### src/zx_pkg.sv
// ZX Spectrum host glue package with shared types, bank numbers and turbo codes
`default_nettype none

package zx_pkg;

	// ====================
	// Bus and memory types
	// ====================

	// Z80 address and data
	typedef logic [15:0] addr_t;
	typedef logic [7:0]  byte_t;

	// Flat memory address, bank in the top 4 bits, 16 KB offset below
	typedef logic [17:0] mem_addr_t;
	typedef logic [3:0]  bank_t;

	// ROM images live above the eight RAM banks
	localparam bank_t BANK_ROM128 = 4'd8;
	localparam bank_t BANK_ROM48  = 4'd9;

	// Fixed RAM banks at 4000 and 8000
	localparam bank_t BANK_Q1 = 4'd5;
	localparam bank_t BANK_Q2 = 4'd2;

	// ====================
	// Clock rates
	// ====================

	// Mask applied to the clock counter, fewer ones give a faster CPU
	typedef logic [4:0] turbo_t;

	localparam turbo_t TURBO_X1  = 5'b11111;
	localparam turbo_t TURBO_X2  = 5'b01111;
	localparam turbo_t TURBO_X4  = 5'b00111;
	localparam turbo_t TURBO_X8  = 5'b00011;
	localparam turbo_t TURBO_X16 = 5'b00001;

	// ====================
	// Port decodes
	// ====================

	// Bit positions in the 7FFD byte
	localparam int PAGE_BIT_SCR  = 3;
	localparam int PAGE_BIT_ROM  = 4;
	localparam int PAGE_BIT_LOCK = 5;

	// ULA side
	typedef logic [2:0] border_t;
	typedef logic [4:0] krow_t;

endpackage

`default_nettype wire

### src/zx_cpu_bus_if.sv
// Z80 bus as seen by the paging and ULA port logic
`default_nettype none

interface zx_cpu_bus_if;

	// Address and write data from the CPU
	zx_pkg::addr_t addr;
	zx_pkg::byte_t dout;

	// Active-low strobes
	logic mreq_n;
	logic iorq_n;
	logic rd_n;
	logic wr_n;
	logic m1_n;

	// Memory paging, 7FFD decode and memory strobes
	modport pager (
		input addr, dout, mreq_n, iorq_n, rd_n, wr_n, m1_n
	);

	// Port FE and read-data return
	modport ula (
		input addr, dout, mreq_n, iorq_n, rd_n, wr_n, m1_n
	);

endinterface

`default_nettype wire

### src/zx_clock_gen.sv
// CPU clock-enable generator with turbo rates, pause and memory-wait stall
`default_nettype none

module zx_clock_gen (
	input  logic            clk_sys,
	input  logic            reset,
	input  zx_pkg::turbo_t  turbo_sel,
	input  logic            pause_req,
	input  logic            ram_ready,
	output logic            ce_cpu_p,
	output logic            ce_cpu_n
);

	logic [5:0]     counter;
	zx_pkg::turbo_t turbo;
	logic           tick_p;
	logic           tick_n;
	logic [1:0]     timeout;
	logic           cpu_en;

	// ====================
	// Tick generation
	// ====================

	// Free-running divider, masked by the active rate
	always_ff @(posedge clk_sys) begin
		if (reset) begin
			counter <= '0;
		end else begin
			counter <= counter + 6'd1;
		end
	end

	// tick_n sits half a CPU period after tick_p
	always_ff @(posedge clk_sys) begin
		if (reset) begin
			tick_p <= 1'b0;
			tick_n <= 1'b0;
		end else begin
			tick_p <= ((counter[4:0] & turbo) == 5'b00000);
			tick_n <= ((counter[4:0] & turbo) == (turbo ^ {1'b0, turbo[4:1]}));
		end
	end

	// ====================
	// CPU enable
	// ====================

	// All decisions are taken on tick_n so the CPU never sees a short phase
	always_ff @(posedge clk_sys) begin
		if (reset) begin
			turbo   <= zx_pkg::TURBO_X1;
			timeout <= 2'd0;
			cpu_en  <= 1'b0;
		end else if (tick_n) begin
			// Settle counter runs 1..3 then wraps back to idle
			if (timeout != 2'd0) begin
				timeout <= timeout + 2'd1;
			end

			if (turbo != turbo_sel) begin
				// Rate change, hold the CPU while the new rate settles
				cpu_en  <= 1'b0;
				timeout <= 2'd1;
				turbo   <= turbo_sel;
			end else if (!cpu_en && timeout == 2'd0 && ram_ready) begin
				cpu_en <= ~pause_req;
			end else if (turbo[4:2] == 3'b000 && !ram_ready) begin
				// Memory too slow at X8 and X16
				cpu_en <= 1'b0;
			end else if (cpu_en && pause_req) begin
				cpu_en <= 1'b0;
			end
		end
	end

	assign ce_cpu_p = cpu_en & tick_p;
	assign ce_cpu_n = cpu_en & tick_n;

endmodule

`default_nettype wire

### src/zx_mem_pager.sv
// 128K/48K memory paging through port 7FFD, mapped onto a flat memory address
`default_nettype none

module zx_mem_pager (
	input  logic                clk_sys,
	input  logic                reset,
	zx_cpu_bus_if.pager         bus,
	input  logic                model_48,
	output zx_pkg::mem_addr_t   mem_addr,
	output logic                mem_we,
	output logic                mem_rd,
	output logic                page_scr
);

	logic [5:0]      page_reg;
	logic            zx48;
	logic            io_wr;
	logic            io_wr_d;
	logic            page_write;
	logic            rom48_sel;
	zx_pkg::bank_t   bank;

	// ====================
	// Port 7FFD
	// ====================

	// I/O write outside interrupt acknowledge
	assign io_wr = ~bus.iorq_n & ~bus.wr_n & bus.m1_n;

	// Partial decode, A15 and A1 low
	// Locked until reset once bit 5 is set, never open in 48K mode
	assign page_write = ~bus.addr[15] & ~bus.addr[1]
		& ~page_reg[zx_pkg::PAGE_BIT_LOCK] & ~zx48;

	always_ff @(posedge clk_sys) begin
		if (reset) begin
			io_wr_d  <= 1'b0;
			page_reg <= '0;
			// Machine model follows the input while reset is held
			zx48     <= model_48;
		end else begin
			io_wr_d <= io_wr;
			// One update per I/O cycle, on its leading edge
			if (io_wr && !io_wr_d && page_write) begin
				page_reg <= bus.dout[5:0];
			end
		end
	end

	assign page_scr = page_reg[zx_pkg::PAGE_BIT_SCR];

	// ====================
	// Address mapping
	// ====================

	assign rom48_sel = zx48 | page_reg[zx_pkg::PAGE_BIT_ROM];

	always_comb begin
		case (bus.addr[15:14])
			2'b00: begin
				if (rom48_sel) begin
					bank = zx_pkg::BANK_ROM48;
				end else begin
					bank = zx_pkg::BANK_ROM128;
				end
			end
			2'b01: bank = zx_pkg::BANK_Q1;
			2'b10: bank = zx_pkg::BANK_Q2;
			default: bank = {1'b0, page_reg[2:0]};
		endcase
	end

	assign mem_addr = {bank, bus.addr[13:0]};

	// Memory strobes, ROM quadrant is read-only
	assign mem_rd = ~bus.mreq_n & ~bus.rd_n;
	assign mem_we = ~bus.mreq_n & ~bus.wr_n & (bus.addr[15:14] != 2'b00);

endmodule

`default_nettype wire

### src/zx_ula_io.sv
// ULA port FE register and the CPU read-data return mux
`default_nettype none

module zx_ula_io (
	input  logic              clk_sys,
	input  logic              reset,
	zx_cpu_bus_if.ula         bus,
	input  zx_pkg::krow_t     key_data,
	input  logic              tape_in,
	input  zx_pkg::byte_t     ram_dout,
	output zx_pkg::border_t   border,
	output logic              ear_out,
	output logic              mic_out,
	output zx_pkg::byte_t     cpu_din
);

	logic io_wr;
	logic io_rd;
	logic io_wr_d;

	assign io_wr = ~bus.iorq_n & ~bus.wr_n & bus.m1_n;
	assign io_rd = ~bus.iorq_n & ~bus.rd_n & bus.m1_n;

	// ====================
	// Port FE write
	// ====================

	// Any even port reaches the ULA
	always_ff @(posedge clk_sys) begin
		if (reset) begin
			io_wr_d <= 1'b0;
			border  <= '0;
			ear_out <= 1'b0;
			mic_out <= 1'b0;
		end else begin
			io_wr_d <= io_wr;
			if (io_wr && !io_wr_d && !bus.addr[0]) begin
				border  <= bus.dout[2:0];
				ear_out <= bus.dout[4];
				mic_out <= bus.dout[3];
			end
		end
	end

	// ====================
	// Read data return
	// ====================

	always_comb begin
		if (!bus.mreq_n) begin
			cpu_din = ram_dout;
		end else if (io_rd && !bus.addr[0]) begin
			// Tape input reads back inverted on bit 6
			cpu_din = {1'b1, ~tape_in, 1'b1, key_data};
		end else begin
			// Floating bus
			cpu_din = 8'hFF;
		end
	end

endmodule

`default_nettype wire

### src/zx_beeper_dac.sv
// First-order sigma-delta DAC mixing ear, mic and tape input into one bit
`default_nettype none

module zx_beeper_dac #(
	parameter int DAC_WIDTH = 8
) (
	input  logic clk_sys,
	input  logic reset,
	input  logic ear_out,
	input  logic mic_out,
	input  logic tape_in,
	output logic audio_out
);

	logic [DAC_WIDTH-1:0] level;
	logic [DAC_WIDTH-1:0] acc;
	logic [DAC_WIDTH:0]   sum;

	// Ear is loudest, then mic, then tape
	assign level = DAC_WIDTH'({ear_out, mic_out, tape_in}) << (DAC_WIDTH - 3);

	// Carry out of the accumulator is the output bit
	assign sum = {1'b0, acc} + {1'b0, level};

	always_ff @(posedge clk_sys) begin
		if (reset) begin
			acc       <= '0;
			audio_out <= 1'b0;
		end else begin
			acc       <= sum[DAC_WIDTH-1:0];
			audio_out <= sum[DAC_WIDTH];
		end
	end

endmodule

`default_nettype wire

### src/zx_host_core.sv
// ZX Spectrum 128K host glue top level joining clock, paging, ULA port and DAC
`default_nettype none

module zx_host_core #(
	parameter int DAC_WIDTH = 8
) (
	input  logic              clk_sys,
	input  logic              reset,
	// Z80 bus
	input  zx_pkg::addr_t     addr,
	input  zx_pkg::byte_t     dout,
	input  logic              mreq_n,
	input  logic              iorq_n,
	input  logic              rd_n,
	input  logic              wr_n,
	input  logic              m1_n,
	// Control and external inputs
	input  zx_pkg::turbo_t    turbo_sel,
	input  logic              pause_req,
	input  logic              ram_ready,
	input  logic              model_48,
	input  zx_pkg::krow_t     key_data,
	input  logic              tape_in,
	input  zx_pkg::byte_t     ram_dout,
	// Outputs
	output logic              ce_cpu_p,
	output logic              ce_cpu_n,
	output zx_pkg::mem_addr_t mem_addr,
	output logic              mem_we,
	output logic              mem_rd,
	output logic              page_scr,
	output zx_pkg::border_t   border,
	output logic              ear_out,
	output logic              mic_out,
	output zx_pkg::byte_t     cpu_din,
	output logic              audio_out
);

	zx_cpu_bus_if bus ();

	assign bus.addr   = addr;
	assign bus.dout   = dout;
	assign bus.mreq_n = mreq_n;
	assign bus.iorq_n = iorq_n;
	assign bus.rd_n   = rd_n;
	assign bus.wr_n   = wr_n;
	assign bus.m1_n   = m1_n;

	zx_clock_gen u_clock_gen (
		.clk_sys   (clk_sys),
		.reset     (reset),
		.turbo_sel (turbo_sel),
		.pause_req (pause_req),
		.ram_ready (ram_ready),
		.ce_cpu_p  (ce_cpu_p),
		.ce_cpu_n  (ce_cpu_n)
	);

	zx_mem_pager u_mem_pager (
		.clk_sys  (clk_sys),
		.reset    (reset),
		.bus      (bus.pager),
		.model_48 (model_48),
		.mem_addr (mem_addr),
		.mem_we   (mem_we),
		.mem_rd   (mem_rd),
		.page_scr (page_scr)
	);

	zx_ula_io u_ula_io (
		.clk_sys  (clk_sys),
		.reset    (reset),
		.bus      (bus.ula),
		.key_data (key_data),
		.tape_in  (tape_in),
		.ram_dout (ram_dout),
		.border   (border),
		.ear_out  (ear_out),
		.mic_out  (mic_out),
		.cpu_din  (cpu_din)
	);

	zx_beeper_dac #(
		.DAC_WIDTH (DAC_WIDTH)
	) u_beeper_dac (
		.clk_sys   (clk_sys),
		.reset     (reset),
		.ear_out   (ear_out),
		.mic_out   (mic_out),
		.tape_in   (tape_in),
		.audio_out (audio_out)
	);

endmodule

`default_nettype wire

### config.mk
export PLATFORM = sky130hd
export DESIGN_NAME = zx_host_core
export DESIGN_NICKNAME = d
export VERILOG_FILES = /design/src/zx_pkg.sv /design/src/zx_cpu_bus_if.sv /design/src/zx_clock_gen.sv /design/src/zx_mem_pager.sv /design/src/zx_ula_io.sv /design/src/zx_beeper_dac.sv /design/src/zx_host_core.sv
export SDC_FILE = /design/constraint.sdc
export NUM_CORES = 1
export LEC_CHECK = 0
export BUFFER_PORTS_ARGS = -buffer_cell sky130_fd_sc_hd__buf_2
export CAP_MARGIN = 20
export CORE_MARGIN = 4
export CORE_UTILIZATION = 40
export CTS_CLUSTER_DIAMETER = 30
export DETAILED_ROUTE_END_ITERATION = 10
export PLACE_DENSITY_LB_ADDON = 0.12
export SLEW_MARGIN = 15
export SYNTH_ARGS = -nofsm -noshare
export SYNTH_HDL_FRONTEND = slang
export SYNTH_SLANG_ARGS = --single-unit
### constraint.sdc
create_clock -name clk_sys -period 1.8 [get_ports clk_sys]
set_clock_uncertainty 0.15 [all_clocks]
set_input_delay 0.09 -clock clk_sys [delete_from_list [all_inputs] [get_ports clk_sys]]
set_output_delay 0.09 -clock clk_sys [all_outputs]
set_load 0.05 [all_outputs]
==> reports/qor.csv <==
stage,metric,value,unit
status,status,"complete, but fails checks",
status,violations,setup timing,
detailed_routing,drtAntennaViolNets,0,
worst_setup_path,startpoint_type,register,
logic_synthesis,synth_fp_nets,242,
worst_setup_path,cp_num_buf_inv,0,
logic_synthesis,synth_edf_count,1,
sta,period_share,1.01,
sta,slew_headroom,0.791,
floorplanning,die_h,72.1,um
sta,timing.final.ws_setup,-0.0206,ns
finish,num_antenna_cells,0,
power_and_ir_drop,pwr_density_cell,736,nW/um^2
logic_synthesis,synth-main-ff-cell,dfxtp_1,
detailed_routing,wl_per_cell,12.2,um
logic_synthesis,syn_area,1640,sq um
power_and_ir_drop,peakVddDrop,0.452,mV
clocking,cts_buffers,5,
worst_setup_path,path_max_fanout,5,
finish,fillers,388,
logic_synthesis,synth_seq_cells,32,
clocking,cts.clk_slew.worst_paths,0.06,ns
logic_synthesis,syn_inst,182,
clocking,clock_latency,0.28,ns
power_and_ir_drop,power.switching,0.427,mW
power_and_ir_drop,leakagePower,0.965,nW
sta,rsz0062_at_grt,true,
detailed_routing,drtIter0Drc,30,
finish,final_cell_mix,"63 x buf_2, 30 x dfxtp_1, 24 x nor2_1",
sta,worstMarginPinSlew,0.314,ns
clocking,htreeDepth,2,
detailed_routing,met2_length,1670,um
grt,grt_util_all_layers,0.154,
detailed_routing,wl_met1,1580,um
grt,grt_pass1_vias,1360,
worst_setup_path,worst_path_dominant_cell_family,simple AND/OR/NAND/NOR gates,
worst_setup_path,cp.arrival,1.84,ns
detailed_routing,met3_length,362,um
floorplanning,dieArea,5190,sq um
power_and_ir_drop,p_seq_frac,0.472,
worst_setup_path,critical_path_class,register to register,
finish,largest_reg_flops,6,
worst_setup_path,slowest_stage,or4_4,
grt,antenna_found_initial,0,
power_and_ir_drop,combPwrFrac,0.173,
power_and_ir_drop,p_sw_frac,0.270,
sta,setup_viol,5,
logic_synthesis,ys_types,36,
placement,dp_hpwl,2810,um
job,drv_cap,0,
sta,period_minus_slack,1.82,ns
detailed_routing,dr.pass1.iters,4,
worst_setup_path,path_cells,"or4_4, or4_4, mux2i_1, nor2_1",
placement,dp_slack,-0.0149,ns
finish,nNetsFinal,310,
detailed_routing,drc,0,
power_and_ir_drop,p_int,1.15,mW
clocking,cts_sinks,32,
floorplanning,die_w,72.1,um
placement,gp_congestion,0.731,
floorplanning,std_cell_rows,23,
placement,io_buffers,63,
sta,max_freq,549,MHz
detailed_routing,vias,1412,
detailed_routing,routed_via_density,4.69,
placement,dp_cells,279,
floorplanning,start_util,0.413,
finish,layout_commonest_cell,buf_2,
worst_setup_path,end_kind,register,
floorplanning,core_area,3970,sq um
finish,drive_gt1_frac,0.323,
logic_synthesis,synth_warnings,0,
detailed_routing,top_layer_used,met4,
clocking,cts-root-buf,clkbuf_8,
worst_setup_path,path_common_cell,or4_4,
grt,globalRouteOverflowTotal,0,
worst_setup_path,max_stage_delay,0.52,ns
clocking,tritoncts,built,
floorplanning,boundaryPins,90,
finish,area_growth_syn_to_layout,30.9,%
worst_setup_path,cp.required,1.82,ns
finish,final_util,0.541,
sta,drv_slew,0,
logic_synthesis,yosysSeqAreaShare,0.396,
hold_path,hold_class,primary input to register,
sta,hold_viol,0,
logic_synthesis,synth_area_per_cell,9.02,sq um
power_and_ir_drop,power,1.58,mW
grt,grt_pass1_wl,6200,um
grt,grt_max_degree,17,
clocking,clock_path_buffers,2,
finish,layoutNonFillerInstCount,301,
clocking,cts_setup_buffers,0,
power_and_ir_drop,clkPwrFrac,0.355,
logic_synthesis,synth_async_sr_flop_share,0,
detailed_routing,wirelength,3670,um
[cell usage after synthesis (all sizes together), types with 3 or more instances]
library cell	instances	area (sq um)
o22a	5	43.8
xor2	8	70.1
inv	11	41.3
a31oi	5	31.3
nor4	3	25.0
clkbuf	5	18.8
ha	6	75.1
xnor2	3	26.3
nand2	11	41.3
nor3	7	35.0
nor2b	5	31.3
dfxtp	31	621
buf	15	116
mux2i	13	130
nor2	24	90.1
a21oi	5	25.0
[per-stage QoR]
| step | cell area (sq um) | setup TNS (ns) | hold WS, ns |
|---|---|---|---|
| after floorplan | 1650 | -0.0878 | 0.0193 |
| after global placement | 1920 | 0 | 0.0303 |
| after detailed placement | 1920 | -0.0422 | 0.0303 |
| after CTS | 2150 | -0.0790 | 0.0152 |
| after global routing | 2150 | -0.368 | 0.0248 |
| final | 2150 | -0.0659 | 0.0150 |
[final cells by class]
type | count | area, sq um | share of cell area
Tap cell | 50 | 62.6 | 0.0291
Inverter | 11 | 41.3 | 0.0192
Sequential cell | 32 | 652 | 0.303
Clock buffer | 8 | 90.1 | 0.0419
Multi-Input combinational cell | 119 | 818 | 0.381
Timing Repair Buffer | 81 | 485 | 0.226
[cell families after synthesis]
logic type,synth area share
simple gates,0.194
flops,0.396
fa+ha+maj,0.0579
mux,0.0861
xor+xnor,0.0587
compound gates,0.0998
buf+inv,0.107
[timing repair]
item,4_1_cts,5_1_grt
hold endpoints to repair,19,0
setup endpoints to repair,5,5
hold buffers,14,0
resized for setup,0,1
[path summary, 6_finish.rpt]
| check | start | to | slack, ns | cells past startpoint |
|---|---|---|---|---|
| min reg2reg | u_mem_pager.page_reg[5] | u_mem_pager.page_reg[5] | 0.32 | 2 |
| max | u_mem_pager.page_reg[5] | u_mem_pager.page_reg[0] | -0.02 | 4 |
| max reg2reg | u_mem_pager.page_reg[5] | u_mem_pager.page_reg[0] | -0.02 | 4 |
| min | reset | u_clock_gen.counter[0] | 0.02 | 2 |
[power by group through the flow]
| stage | clock, mW | combinational (mW) | sequential, mW |
|---|---|---|---|
| after floorplan | 0 | 0.231 | 0.767 |
| after CTS | 0.582 | 0.276 | 0.746 |
| after global routing | 0.615 | 0.300 | 0.748 |
| final | 0.562 | 0.273 | 0.746 |
| after detailed placement | 0 | 0.252 | 0.762 |
| after global placement | 0 | 0.251 | 0.762 |
[routing by layer]
layer | vias up | track usage
met3 | 9 | 0.0499
met5 | - | 0
met1 | 603 | 0.183
met4 | 0 | 0.0856
met2 | 51 | 0.245
li1 | 749 | -
No activity file was read; power rests on OpenSTA's default activity.
